[config.mk]
export PLATFORM = sky130hd
export DESIGN_NAME = lpif_ll_top
export DESIGN_NICKNAME = d
export VERILOG_FILES = /design/src/verilog/lpif_pkg.sv /design/src/verilog/phy_pkg.sv /design/src/verilog/ll_sync_if.sv /design/src/verilog/ll_auto_sync.sv /design/src/verilog/ll_flit_pack.sv /design/src/verilog/ll_phy_map.sv /design/src/verilog/lpif_ll_top.sv
export VERILOG_INCLUDE_DIRS = /design/src /design/src/verilog
export SDC_FILE = /design/constraint.sdc
export NUM_CORES = 1
export LEC_CHECK = 0
export BUFFER_PORTS_ARGS = -buffer_cell sky130_fd_sc_hd__buf_2
export CORE_MARGIN = 4
export CORE_UTILIZATION = 45
export CTS_CLUSTER_SIZE = 25
export DETAILED_ROUTE_END_ITERATION = 10
export PLACE_DENSITY_LB_ADDON = 0.12
export REMOVE_ABC_BUFFERS = 1
export SYNTH_ARGS = -nofsm -noshare
export SYNTH_HDL_FRONTEND = slang
export SYNTH_HIERARCHICAL = 1
export SYNTH_SLANG_ARGS = --single-unit
[constraint.sdc]
create_clock -name clk_wr -period 2.6 [get_ports clk_wr]
set_clock_uncertainty 0.15 [all_clocks]
set_input_delay 0.78 -clock clk_wr [delete_from_list [all_inputs] [get_ports clk_wr]]
set_output_delay 0.78 -clock clk_wr [all_outputs]
set_load 0.1 [all_outputs]
[src/verilog/ll_config.svh]
// Width settings for the single-channel logic link
// Included by the packages, the RTL blocks and the testbench
// All block widths derive from these values, modules take no parameters

`ifndef LL_CONFIG_SVH
`define LL_CONFIG_SVH

// User data field of a flit
`define LL_DATA_W 32

// Flat flit: state, protid, data, dvalid, crc, crc_valid, valid
`define LL_FLIT_W 45

// PHY word: marker on top, flit, strobe in bit 0
`define LL_PHY_W 50

// Automatic marker user bits
`define LL_MRK_W 4

// Bring-up delay counters
`define LL_DLY_W 16

// Valid-flit debug counters
`define LL_DBG_W 16

`endif

[src/verilog/lpif_pkg.sv]
// Link-layer side types of the logic link
// Holds the LPIF state and protocol id encodings and the flit layout
// Import with lpif_pkg::* in a module body, scoped names in port lists

`default_nettype none

`include "ll_config.svh"

package lpif_pkg;

  // LPIF link state, 4-bit encoding as seen on the user bus
  typedef enum logic [3:0] {
    LPIF_ST_RESET    = 4'h0,
    LPIF_ST_ACTIVE   = 4'h1,
    LPIF_ST_IDLE     = 4'h4,
    LPIF_ST_LINKERR  = 4'hA,
    LPIF_ST_RETRAIN  = 4'hB,
    LPIF_ST_DISABLED = 4'hC
  } lpif_state_e;

  // Protocol carried by the flit
  typedef enum logic [1:0] {
    LPIF_PROT_PCIE      = 2'd0,
    LPIF_PROT_CXL_IO    = 2'd1,
    LPIF_PROT_CXL_CACHE = 2'd2,
    LPIF_PROT_CXL_MEM   = 2'd3
  } lpif_protid_e;

  // One flit, MSB first; totals LL_FLIT_W bits
  typedef struct packed {
    lpif_state_e         state;
    lpif_protid_e        protid;
    logic [`LL_DATA_W-1:0] data;
    logic                dvalid;
    logic [3:0]          crc;
    logic                crc_valid;
    // Flit strobe, no other handshake
    logic                valid;
  } lpif_flit_t;

endpackage

`default_nettype wire

[src/verilog/phy_pkg.sv]
// PHY side types of the logic link
// Holds the bring-up FSM states and the layout of the parallel PHY word

`default_nettype none

`include "ll_config.svh"

package phy_pkg;

  // Transmit bring-up
  typedef enum logic [1:0] {
    TX_OFFLINE = 2'd0,
    TX_WAIT_Z  = 2'd1,
    TX_ONLINE  = 2'd2
  } tx_sync_e;

  // Receive bring-up, x count then gated y count
  typedef enum logic [1:0] {
    RX_OFFLINE = 2'd0,
    RX_WAIT_X  = 2'd1,
    RX_WAIT_Y  = 2'd2,
    RX_ONLINE  = 2'd3
  } rx_sync_e;

  // PHY word, LL_PHY_W bits
  typedef struct packed {
    logic [`LL_MRK_W-1:0]  marker;
    logic [`LL_FLIT_W-1:0] flit;
    // Strobe user bit sits in bit 0
    logic                  strobe;
  } phy_word_t;

endpackage

`default_nettype wire

[src/verilog/ll_sync_if.sv]
// Bring-up levels and automatic user bits of the logic link
// Driven by the sync control block, read by the PHY mapper

`default_nettype none

`include "ll_config.svh"

interface ll_sync_if;

  // Delayed online levels
  logic                 tx_online_delay;
  logic                 rx_online_delay;

  // Persistent user bits for the PHY word
  logic [`LL_MRK_W-1:0] auto_mrk;
  logic                 auto_stb;

  // Control side
  modport sync (output tx_online_delay, rx_online_delay, auto_mrk, auto_stb);

  // PHY mapper side
  modport phy (input tx_online_delay, rx_online_delay, auto_mrk, auto_stb);

endinterface

`default_nettype wire

[src/verilog/ll_auto_sync.sv]
// Bring-up control of the logic link
// Delays tx_online by delay_z_value cycles, and rx_online by delay_x_value
// cycles followed by delay_y_value cycles counted only while tx is up.
// Also drives the persistent strobe and marker user bits while tx is
// requested. Results leave on the sync modport of ll_sync_if.

`default_nettype none

`include "ll_config.svh"

module ll_auto_sync (
  input  logic                 clk_wr,
  input  logic                 arst_n,
  input  logic                 tx_online,
  input  logic                 rx_online,
  input  logic [`LL_DLY_W-1:0] delay_x_value,
  input  logic [`LL_DLY_W-1:0] delay_y_value,
  input  logic [`LL_DLY_W-1:0] delay_z_value,
  input  logic [`LL_MRK_W-1:0] tx_mrk_userbit,
  input  logic                 tx_stb_userbit,
  ll_sync_if.sync              sync
);

  import phy_pkg::*;

  tx_sync_e             tx_state;
  rx_sync_e             rx_state;
  logic [`LL_DLY_W-1:0] tx_cnt;
  logic [`LL_DLY_W-1:0] rx_cnt;
  logic                 tx_online_dly;
  logic                 rx_online_dly;

  ////////////////////////////////////////////////////////////
  // Tx bring-up

  // Count loaded on first high sample
  // Level rises z edges later
  always_ff @(posedge clk_wr or negedge arst_n) begin
    if (!arst_n) begin
      tx_state <= TX_OFFLINE;
      tx_cnt   <= '0;
    end else begin
      case (tx_state)
        TX_OFFLINE: begin
          if (tx_online) begin
            tx_state <= TX_WAIT_Z;
            tx_cnt   <= delay_z_value;
          end
        end
        TX_WAIT_Z: begin
          if (!tx_online)
            tx_state <= TX_OFFLINE;
          else if (tx_cnt == `LL_DLY_W'(1))
            tx_state <= TX_ONLINE;
          else
            tx_cnt <= tx_cnt - `LL_DLY_W'(1);
        end
        // Drop on first low sample
        default: begin
          if (!tx_online)
            tx_state <= TX_OFFLINE;
        end
      endcase
    end
  end

  assign tx_online_dly = (tx_state == TX_ONLINE);

  ////////////////////////////////////////////////////////////
  // Rx bring-up

  always_ff @(posedge clk_wr or negedge arst_n) begin
    if (!arst_n) begin
      rx_state <= RX_OFFLINE;
      rx_cnt   <= '0;
    end else begin
      case (rx_state)
        RX_OFFLINE: begin
          if (rx_online) begin
            rx_state <= RX_WAIT_X;
            rx_cnt   <= delay_x_value;
          end
        end
        // Word alignment wait
        RX_WAIT_X: begin
          if (!rx_online) begin
            rx_state <= RX_OFFLINE;
          end else if (rx_cnt == `LL_DLY_W'(1)) begin
            rx_state <= RX_WAIT_Y;
            rx_cnt   <= delay_y_value;
          end else begin
            rx_cnt <= rx_cnt - `LL_DLY_W'(1);
          end
        end
        // Y count frozen while the tx side is down
        RX_WAIT_Y: begin
          if (!rx_online) begin
            rx_state <= RX_OFFLINE;
          end else if (tx_online_dly) begin
            // Never go online on the edge that drops tx
            if (rx_cnt == `LL_DLY_W'(1)) begin
              if (tx_online)
                rx_state <= RX_ONLINE;
            end else begin
              rx_cnt <= rx_cnt - `LL_DLY_W'(1);
            end
          end
        end
        default: begin
          if (!rx_online || !tx_online)
            rx_state <= RX_OFFLINE;
        end
      endcase
    end
  end

  assign rx_online_dly = (rx_state == RX_ONLINE);

  ////////////////////////////////////////////////////////////
  // Persistent user bits

  // Follow the user bits whenever tx is requested
  always_ff @(posedge clk_wr or negedge arst_n) begin
    if (!arst_n) begin
      sync.auto_mrk <= '0;
      sync.auto_stb <= 1'b0;
    end else if (tx_online) begin
      sync.auto_mrk <= tx_mrk_userbit;
      sync.auto_stb <= tx_stb_userbit;
    end else begin
      sync.auto_mrk <= '0;
      sync.auto_stb <= 1'b0;
    end
  end

  assign sync.tx_online_delay = tx_online_dly;
  assign sync.rx_online_delay = rx_online_dly;

  // Rx never online without tx
  a_rx_needs_tx: assert property (@(posedge clk_wr) disable iff (!arst_n)
    rx_online_dly |-> tx_online_dly);

  // Tx level only rises after a high tx_online sample
  a_tx_rise_on_req: assert property (@(posedge clk_wr) disable iff (!arst_n)
    $rose(tx_online_dly) |-> $past(tx_online));

endmodule

`default_nettype wire

[src/verilog/ll_flit_pack.sv]
// Flit packing and unpacking of the logic link
// Upstream user fields become one flat flit, combinationally.
// The received flit is registered onto the downstream user fields.
// Two wrapping counters of valid flits feed the debug status outputs.

`default_nettype none

`include "ll_config.svh"

module ll_flit_pack (
  input  logic                  clk_wr,
  input  logic                  arst_n,
  // Upstream user fields
  input  lpif_pkg::lpif_state_e  ustrm_state,
  input  lpif_pkg::lpif_protid_e ustrm_protid,
  input  logic [`LL_DATA_W-1:0] ustrm_data,
  input  logic                  ustrm_dvalid,
  input  logic [3:0]            ustrm_crc,
  input  logic                  ustrm_crc_valid,
  input  logic                  ustrm_valid,
  // Flits to and from the PHY mapper
  input  lpif_pkg::lpif_flit_t   rx_flit,
  input  logic                  rx_online,
  output lpif_pkg::lpif_flit_t   tx_flit,
  // Downstream user fields
  output lpif_pkg::lpif_state_e  dstrm_state,
  output lpif_pkg::lpif_protid_e dstrm_protid,
  output logic [`LL_DATA_W-1:0] dstrm_data,
  output logic                  dstrm_dvalid,
  output logic [3:0]            dstrm_crc,
  output logic                  dstrm_crc_valid,
  output logic                  dstrm_valid,
  // Debug counters
  output logic [`LL_DBG_W-1:0]  rx_debug_count,
  output logic [`LL_DBG_W-1:0]  tx_debug_count
);

  import lpif_pkg::*;

  lpif_flit_t           dstrm_q;
  logic [`LL_DBG_W-1:0] rx_cnt;
  logic [`LL_DBG_W-1:0] tx_cnt;

  // Upstream pack of one flit every clock
  assign tx_flit = '{
    state:     ustrm_state,
    protid:    ustrm_protid,
    data:      ustrm_data,
    dvalid:    ustrm_dvalid,
    crc:       ustrm_crc,
    crc_valid: ustrm_crc_valid,
    valid:     ustrm_valid
  };

  // Downstream register as third cycle of the loopback path
  always_ff @(posedge clk_wr or negedge arst_n) begin
    if (!arst_n)
      dstrm_q <= '0;
    else
      dstrm_q <= rx_flit;
  end

  assign dstrm_state     = dstrm_q.state;
  assign dstrm_protid    = dstrm_q.protid;
  assign dstrm_data      = dstrm_q.data;
  assign dstrm_dvalid    = dstrm_q.dvalid;
  assign dstrm_crc       = dstrm_q.crc;
  assign dstrm_crc_valid = dstrm_q.crc_valid;
  assign dstrm_valid     = dstrm_q.valid;

  ////////////////////////////////////////////////////////////
  // Wrapping debug counters

  always_ff @(posedge clk_wr or negedge arst_n) begin
    if (!arst_n) begin
      rx_cnt <= '0;
      tx_cnt <= '0;
    end else begin
      // Registered downstream valid
      if (dstrm_q.valid)
        rx_cnt <= rx_cnt + `LL_DBG_W'(1);
      // Upstream valid only counts once rx is up
      if (ustrm_valid && rx_online)
        tx_cnt <= tx_cnt + `LL_DBG_W'(1);
    end
  end

  assign rx_debug_count = rx_cnt;
  assign tx_debug_count = tx_cnt;

  // Counters step by at most one
  a_rx_cnt_step: assert property (@(posedge clk_wr) disable iff (!arst_n)
    (rx_cnt == $past(rx_cnt)) || (rx_cnt == $past(rx_cnt) + `LL_DBG_W'(1)));
  a_tx_cnt_step: assert property (@(posedge clk_wr) disable iff (!arst_n)
    (tx_cnt == $past(tx_cnt)) || (tx_cnt == $past(tx_cnt) + `LL_DBG_W'(1)));

endmodule

`default_nettype wire

[src/verilog/ll_phy_map.sv]
// PHY word mapping of the logic link
// Transmit: marker, gated flit and strobe are registered into tx_phy.
// Receive: the flit field of rx_phy is registered, zeroed while rx is
// not yet online. Levels and user bits come from ll_sync_if.

`default_nettype none

`include "ll_config.svh"

module ll_phy_map (
  input  logic                clk_wr,
  input  logic                arst_n,
  ll_sync_if.phy              sync,
  input  lpif_pkg::lpif_flit_t tx_flit,
  output lpif_pkg::lpif_flit_t rx_flit,
  output phy_pkg::phy_word_t   tx_phy,
  input  phy_pkg::phy_word_t   rx_phy
);

  import lpif_pkg::*;

  logic [`LL_FLIT_W-1:0] tx_flit_gated;

  ////////////////////////////////////////////////////////////
  // Transmit side

  // Flit field only once tx is online, user bits run earlier
  assign tx_flit_gated = sync.tx_online_delay ? tx_flit : '0;

  always_ff @(posedge clk_wr or negedge arst_n) begin
    if (!arst_n) begin
      tx_phy <= '0;
    end else begin
      tx_phy.marker <= sync.auto_mrk;
      tx_phy.flit   <= tx_flit_gated;
      tx_phy.strobe <= sync.auto_stb;
    end
  end

  ////////////////////////////////////////////////////////////
  // Receive side

  // Marker and strobe are not forwarded
  always_ff @(posedge clk_wr or negedge arst_n) begin
    if (!arst_n)
      rx_flit <= '0;
    else if (sync.rx_online_delay)
      rx_flit <= lpif_flit_t'(rx_phy.flit);
    else
      rx_flit <= '0;
  end

  // No flit leaves while tx was down a cycle earlier
  a_tx_flit_gated: assert property (@(posedge clk_wr) disable iff (!arst_n)
    !sync.tx_online_delay |=> (tx_phy.flit == '0));

endmodule

`default_nettype wire

[src/verilog/lpif_ll_top.sv]
// Top of the single-channel logic link, slave side
// Sits between the LPIF user fields and one parallel PHY word.
// Connects bring-up control, flit pack/unpack and PHY mapping; all
// ports are plain. Loop rx_phy back to tx_phy for a self test.

`default_nettype none

`include "ll_config.svh"

module lpif_ll_top (
  input  logic                   clk_wr,
  input  logic                   arst_n,

  // Bring-up requests
  input  logic                   tx_online,
  input  logic                   rx_online,

  // PHY words
  output logic [`LL_PHY_W-1:0]   tx_phy,
  input  logic [`LL_PHY_W-1:0]   rx_phy,

  // Downstream channel
  output lpif_pkg::lpif_state_e  dstrm_state,
  output lpif_pkg::lpif_protid_e dstrm_protid,
  output logic [`LL_DATA_W-1:0]  dstrm_data,
  output logic                   dstrm_dvalid,
  output logic [3:0]             dstrm_crc,
  output logic                   dstrm_crc_valid,
  output logic                   dstrm_valid,

  // Upstream channel
  input  lpif_pkg::lpif_state_e  ustrm_state,
  input  lpif_pkg::lpif_protid_e ustrm_protid,
  input  logic [`LL_DATA_W-1:0]  ustrm_data,
  input  logic                   ustrm_dvalid,
  input  logic [3:0]             ustrm_crc,
  input  logic                   ustrm_crc_valid,
  input  logic                   ustrm_valid,

  // Valid-flit counts
  output logic [`LL_DBG_W-1:0]   rx_downstream_debug_status,
  output logic [`LL_DBG_W-1:0]   tx_upstream_debug_status,

  // User bits and bring-up delays
  input  logic [`LL_MRK_W-1:0]   tx_mrk_userbit,
  input  logic                   tx_stb_userbit,
  input  logic [`LL_DLY_W-1:0]   delay_x_value,
  input  logic [`LL_DLY_W-1:0]   delay_y_value,
  input  logic [`LL_DLY_W-1:0]   delay_z_value
);

  import lpif_pkg::*;

  lpif_flit_t tx_flit;
  lpif_flit_t rx_flit;

  ll_sync_if sync_if ();

  ////////////////////////////////////////////////////////////
  // Bring-up control

  ll_auto_sync u_auto_sync (
    .clk_wr         (clk_wr),
    .arst_n         (arst_n),
    .tx_online      (tx_online),
    .rx_online      (rx_online),
    .delay_x_value  (delay_x_value),
    .delay_y_value  (delay_y_value),
    .delay_z_value  (delay_z_value),
    .tx_mrk_userbit (tx_mrk_userbit),
    .tx_stb_userbit (tx_stb_userbit),
    .sync           (sync_if.sync)
  );

  ////////////////////////////////////////////////////////////
  // User side, FIFO and credits bypassed

  // Tx count gated by the delayed rx level
  ll_flit_pack u_flit_pack (
    .clk_wr          (clk_wr),
    .arst_n          (arst_n),
    .ustrm_state     (ustrm_state),
    .ustrm_protid    (ustrm_protid),
    .ustrm_data      (ustrm_data),
    .ustrm_dvalid    (ustrm_dvalid),
    .ustrm_crc       (ustrm_crc),
    .ustrm_crc_valid (ustrm_crc_valid),
    .ustrm_valid     (ustrm_valid),
    .rx_flit         (rx_flit),
    .rx_online       (sync_if.rx_online_delay),
    .tx_flit         (tx_flit),
    .dstrm_state     (dstrm_state),
    .dstrm_protid    (dstrm_protid),
    .dstrm_data      (dstrm_data),
    .dstrm_dvalid    (dstrm_dvalid),
    .dstrm_crc       (dstrm_crc),
    .dstrm_crc_valid (dstrm_crc_valid),
    .dstrm_valid     (dstrm_valid),
    .rx_debug_count  (rx_downstream_debug_status),
    .tx_debug_count  (tx_upstream_debug_status)
  );

  ////////////////////////////////////////////////////////////
  // PHY side

  ll_phy_map u_phy_map (
    .clk_wr  (clk_wr),
    .arst_n  (arst_n),
    .sync    (sync_if.phy),
    .tx_flit (tx_flit),
    .rx_flit (rx_flit),
    .tx_phy  (tx_phy),
    .rx_phy  (rx_phy)
  );

endmodule

`default_nettype wire

Word level (Yosys, flattened, before mapping). Index checks and enable logic that the tools add are counted. W data, S select, Z words.

Reduce and logical (&&, ||, !) cells: 13. Muxes and demuxes: 29. Equality and inequality tests: 21. $add $sub $neg: 4.

Operators with widths (number): $mux W16 (9); $mux W45 (2); $pmux W16 S3 (1); $add A16 B1 Y16 const B (2); $eq A16 B1 Y1 const B (2); $pmux W16 S2 (1); $sub A16 B1 Y16 const B (2); $mux W2 (12); $ne A2 B2 Y1 const B (7); $ne A3 B2 Y1 const B (4); $reduce_and A6 Y1 (2); $eq A2 B2 Y1 const B (3); $pmux W2 S3 (1); $eq A2 B1 Y1 const B (2); $logic_not A2 Y1 (2); $mux W4 (1); $pmux W2 S2 (1); $reduce_and A4 Y1 (1); $reduce_bool A4 Y1 (1); $ne A3 B1 Y1 const B (1); $ne A3 B3 Y1 const B (1); $reduce_and A3 Y1 (1); $reduce_bool A3 Y1 (1); $logic_not A1 Y1 (2); other kinds (5) (5).

Register bits: 213. Input port bits: 152. Output and inout bits: 127. Logic and storage cells: 92.

Depth between registers and ports, before layout.
Depth after elaboration: 5. Gate-level depth with buffers: 9. Mapped depth without buffers: 7.

Cells and area by module. Netlist, hierarchy kept.

Modules (own cells, without submodules): ll_phy_map (area each 3067.9 um^2, instances 1, seq. area each 2377.3 um^2, cells each 193); ll_auto_sync (area each 3026.7 um^2, instances 1, seq. area each 1026.0 um^2, cells each 369); ll_flit_pack (area each 2819.0 um^2, instances 1, seq. area each 1926.8 um^2, cells each 202).

Worst setup path after synthesis. OpenSTA, ideal clock, no wires.

Path type: register -> register. Start: register u_auto_sync.rx_cnt[1]. End: register u_auto_sync.rx_cnt[6]. Data arrival time: 2.181 ns. Period minus slack after synthesis: 2.460 ns. Required time: 2.322 ns. Setup slack: 0.140 ns. Setup time: 0.128 ns. Stages on the path, launching flop included: 9. Buffers on the path: 1. Cell sequence: dfrtp_1 inv_1 ha_1 or4b_1 or4_4 buf_6 o21a_1 a211oi_1 o31ai_1.

Cells in the longest elaborated chain, start to end: 5. Elaborated cells between the ends (all ways): 10. Those cells by class: add/sub: 1; eq/ne: 2; mux: 6; reduce/logical: 1.

Ends and longest elaborated chain: start, declared (RTL line ll_auto_sync.sv:29) `` logic [`LL_DLY_W-1:0] rx_cnt; ``; start signal, assigned (RTL line ll_auto_sync.sv:81) `rx_cnt <= delay_x_value;`; start signal, assigned (RTL line ll_auto_sync.sv:90) `rx_cnt <= delay_y_value;`; start signal, assigned (RTL line ll_auto_sync.sv:92) `` rx_cnt <= rx_cnt - `LL_DLY_W'(1); ``; $sub A16 B1 Y16 (RTL line ll_auto_sync.sv:92, ll_auto_sync.sv:105); $mux W16 (RTL line ll_auto_sync.sv:101) `` if (rx_cnt == `LL_DLY_W'(1)) begin ``; $mux W16 (RTL line ll_auto_sync.sv:99) `end else if (tx_online_dly) begin`; $mux W16 (RTL line ll_auto_sync.sv:97) `if (!rx_online) begin`; $pmux W16 S3 (RTL line ll_auto_sync.sv:77) `case (rx_state)`.

Several ways; a longest one is shown, not always the timed one. The select of a mux whose other input is x is not followed. A chain may end at the register's enable or synchronous reset.

Worst setup path after layout.
Start: register u_auto_sync.rx_cnt[1]. End: register u_auto_sync.rx_cnt[5].

The elaborated chain is that of the path after synthesis.

==> impl_results.md <==
- Min Tclk post-route: 2524 ps
- I/O Buffers: roughly 270
- Mapped Cells: about 760
- Most used DFF post-synth: dfrtp_1
- Pwr Density: 776.3 mW/mm^2
- Yosys reg bits: about 210
- Finish-stage setup viols: 0
- Clock buffer count from CTS: 23
- Pwr Total: 0.008725 W
- H-tree Lvls: 1
- Critical Path RT: roughly 2800 ps
- Crit-path cells: inv_1 -> ha_2 -> or4b_4 -> or4_4 -> o21a_1 -> a211oi_2 -> o31ai_1
- Comb pwr share: 20.0%
- Total Wirelength: between 20 and 25 mm
- Drt wl/cell: about 17 um
- Drt first pass iters: 5
- Placed cell area: 0.01045 sq mm
- Clock Pin Slew Worst Setup and Hold Paths: 60 ps
- Top post-synthesis cells by area: dfrtp_1, and2_2, buf_4
- Die height: about 150 um
- Cell depth of the worst flop-to-flop path: 7
- Worst Path Buf+Inv: 1
- CP peak stage delay: 590 ps
- Post-CTS Resized: 0
- Gr usage total: 19.21%
- Dpl hpwl: ~16 mm
- Layout cells sized above 1: a little over two fifths
- Cell variety after synth: 63
- First-pass GRT wire length: about 34 mm
- # Post-CTS Setup Buffers: 0
- Ys async rst share: 100.0%
- RSZ-0062 raised after global routing: true
- Most common cell after layout, fill and taps aside: buf_2
- Routability Congestion: about 0.83
- Clock sinks: 213
- Fmax: about 400 MHz
- DRC violations left: 0
- Vias in the first global route: between 6000 and 7000
- Sequential Power Share: between 40% and 50%
- Mapped cell area: 0.008914 sq mm
- Row count: 51
- P_leak: between 5 and 6 nW
- Fin. max-slew vios: 0
- Area grow syn2layout: 26.09%
- Share of Yosys cell area claimed by the top area cell type: about three fifths
- R2R setup slack: 80 ps
- Commonest non-fill, non-tap cells in the layout: buf_2, dfrtp_1, and2_2
- Fin area: approximately 0.011 sq mm
- Hold_buf cts: 0
- Clock tree buffer depth: 3
- Worst R2R Start: u_auto_sync/rx_cnt[1]
- Outcome: completed
- Worst-Skew Late Latency: between 400 and 500 ps
- Post-Syn Area per Cell: approximately 12 sq um
- Placeable Area: between 0.015 and 0.02 sq mm
- Switching power: between 0.002 and 0.0025 W
- Final core occ: 57.75%
- Full die area: roughly 0.022 sq mm
- CP Launch Type: register
- Die W: between 100 and 150 um
- Antenna violations before repair: 0
- Initial Util: a little under half
- Max-cap violation count: 0
- Crit path max fanout: 11
- Normalized max-slew margin: between 40% and 50%
- Worst hold path class: in2async
- Final antenna-violating net count: 0
- CTS tree: done
- Switch share: ~28%
- Syn. warnings: 6
- P_int: roughly 0.0062 W
- Worst-margin pin slew: slightly above 800 ps
- Root buf cell: clkbuf_16
- Aggregate global routing overflow: 0
- Hold slack: 77.91 ps
- WS Path Type: reg2reg
- Crit path DAT: between 2000 and 3000 ps
- Via count: between 6000 and 7000
- Post-synth EDFFs: 0
- I/O pin count: around 280
- # nets final: approximately 1200
- Drt first-iter violations: around 330
- Largest net degree at the start of global routing: between 60 and 70
- Worst path top cell family by delay: simple AND/OR/NAND/NOR gates
- Leading area contributor after synthesis: dfrtp_1
- Final period utilization: between 90 and 100%
- Post-Route Setup TNS: 0 ps
- Via density: approximately 4.9
- CP Capture Type: register
- Seq/Total Area, Yosys: 59.80%
- Final hold vios: 0
- Clock network fraction of total power: between 30% and 40%
- Reg-to-Reg End: u_auto_sync/rx_cnt[5]
- Slowest stage cell, crit path: or4_4
- Maximum vdd ir drop: approximately 0.57 mV
## metal layers
layer	GRT usage (%)	wire length [um]	up-vias
met2	32.10	10680	208
li1	-	-	3119
met4	4.165	338	0
met1	26.68	9557	3044
met5	0	0	-
met3	3.282	1431	21
## cell families (layout without fill, tap and decap cells)
logic type	after synthesis	after routing	share of synthesized area, %
adder cells (fa/ha/maj)	10	10	1.404
other	0	1	0
multiplexers	7	7	0.8702
AND/OR/NAND/NOR	268	268	18.07
XOR/XNOR	34	34	3.341
buffers and inverters	96	368	6.429
AO/OA/AOI/OAI	136	136	10.09
flip-flops	213	213	59.80
## synth_stat cells, types with 6 or more instances
cell	count
clkbuf_2	8
clkbuf_1	16
mux2_2	6
nand3_1	19
inv_1	16
or3_1	8
a22o_1	6
dfrtp_1	213
ha_1	10
nand2_1	29
nand4_1	11
nor2_1	40
nor4_1	11
buf_2	6
and2_2	70
o21ai_0	44
buf_4	46
xor2_1	8
o31ai_1	9
a211oi_1	7
o31a_1	7
and2_1	25
nor3_1	24
xnor2_1	26
a21oi_1	25
## registers in the layout (all words and copies together), names as in the netlist
signal / flops
u_flit_pack/rx_debug_count: 16
u_flit_pack/dstrm_crc_valid: 1
u_flit_pack/dstrm_data: 32
u_phy_map/rx_flit: 45
u_auto_sync/rx_cnt: 16
u_auto_sync/sync.auto_mrk: 4
u_flit_pack/tx_debug_count: 16
u_flit_pack/dstrm_protid: 2
u_auto_sync/rx_state: 2
u_auto_sync/tx_cnt: 16
u_flit_pack/dstrm_state: 4
u_phy_map/tx_phy: 50
u_flit_pack/dstrm_crc: 4
u_flit_pack/dstrm_valid: 1
u_flit_pack/dstrm_dvalid: 1
u_auto_sync/tx_state: 2
u_auto_sync/sync.auto_stb: 1
## worst reg2reg max path: stages, from the launching register on
cell      delay, ps
dfrtp_1         370
inv_1            80
ha_2            200
or4b_4          470
or4_4           600
o21a_1          230
a211oi_2        220
o31ai_1          90
## final cells by class
cell class / instances / area [sq um]
Multi-Input combinational cell: 455 / 3038
Clock buffer: 31 / 625.6
Inverter: 16 / 60.06
Sequential cell: 213 / 5331
Antenna cell: 1 / 2.502
Fill cell: 1693 / 8223
Timing Repair Buffer: 311 / 1712
Tap cell: 265 / 331.6
Clock inverter: 10 / 138.9
## power by group through the flow
stage,clock network [W],registers [W],logic [W]
3_3_place_gp,0,0.00376,0.00169
2_1_floorplan,0,0.00379,0.000976
5_1_grt,0.00350,0.00375,0.00192
4_1_cts,0.00337,0.00371,0.00171
3_5_place_dp,0,0.00377,0.00170
6_report,0.00327,0.00371,0.00175
## worst max path at each step
stage | slack [ps] | cells past startpoint | end | startpoint
after floorplan | -220 | 4 | u_auto_sync/rx_cnt[15] | u_auto_sync/tx_state[1]
after global routing | -9 | 7 | u_auto_sync/rx_cnt[6] | u_auto_sync/rx_cnt[1]
final | 80 | 7 | u_auto_sync/rx_cnt[5] | u_auto_sync/rx_cnt[1]
after CTS | 20 | 6 | u_auto_sync/rx_cnt[5] | u_auto_sync/rx_cnt[0]
after global placement | 80 | 6 | u_auto_sync/rx_cnt[6] | u_auto_sync/rx_cnt[0]
after detailed placement | 40 | 6 | u_auto_sync/rx_cnt[5] | u_auto_sync/rx_cnt[0]
## through the flow
step                std cells  worst slack (ps)
detailed placement       1260             40.95
floorplan                 684            -217.9
global route             1301            -8.531
CTS                      1301             21.96
finish                   1302             75.59
global placement         1260             81.85
Power figures use the tool's default switching activity.
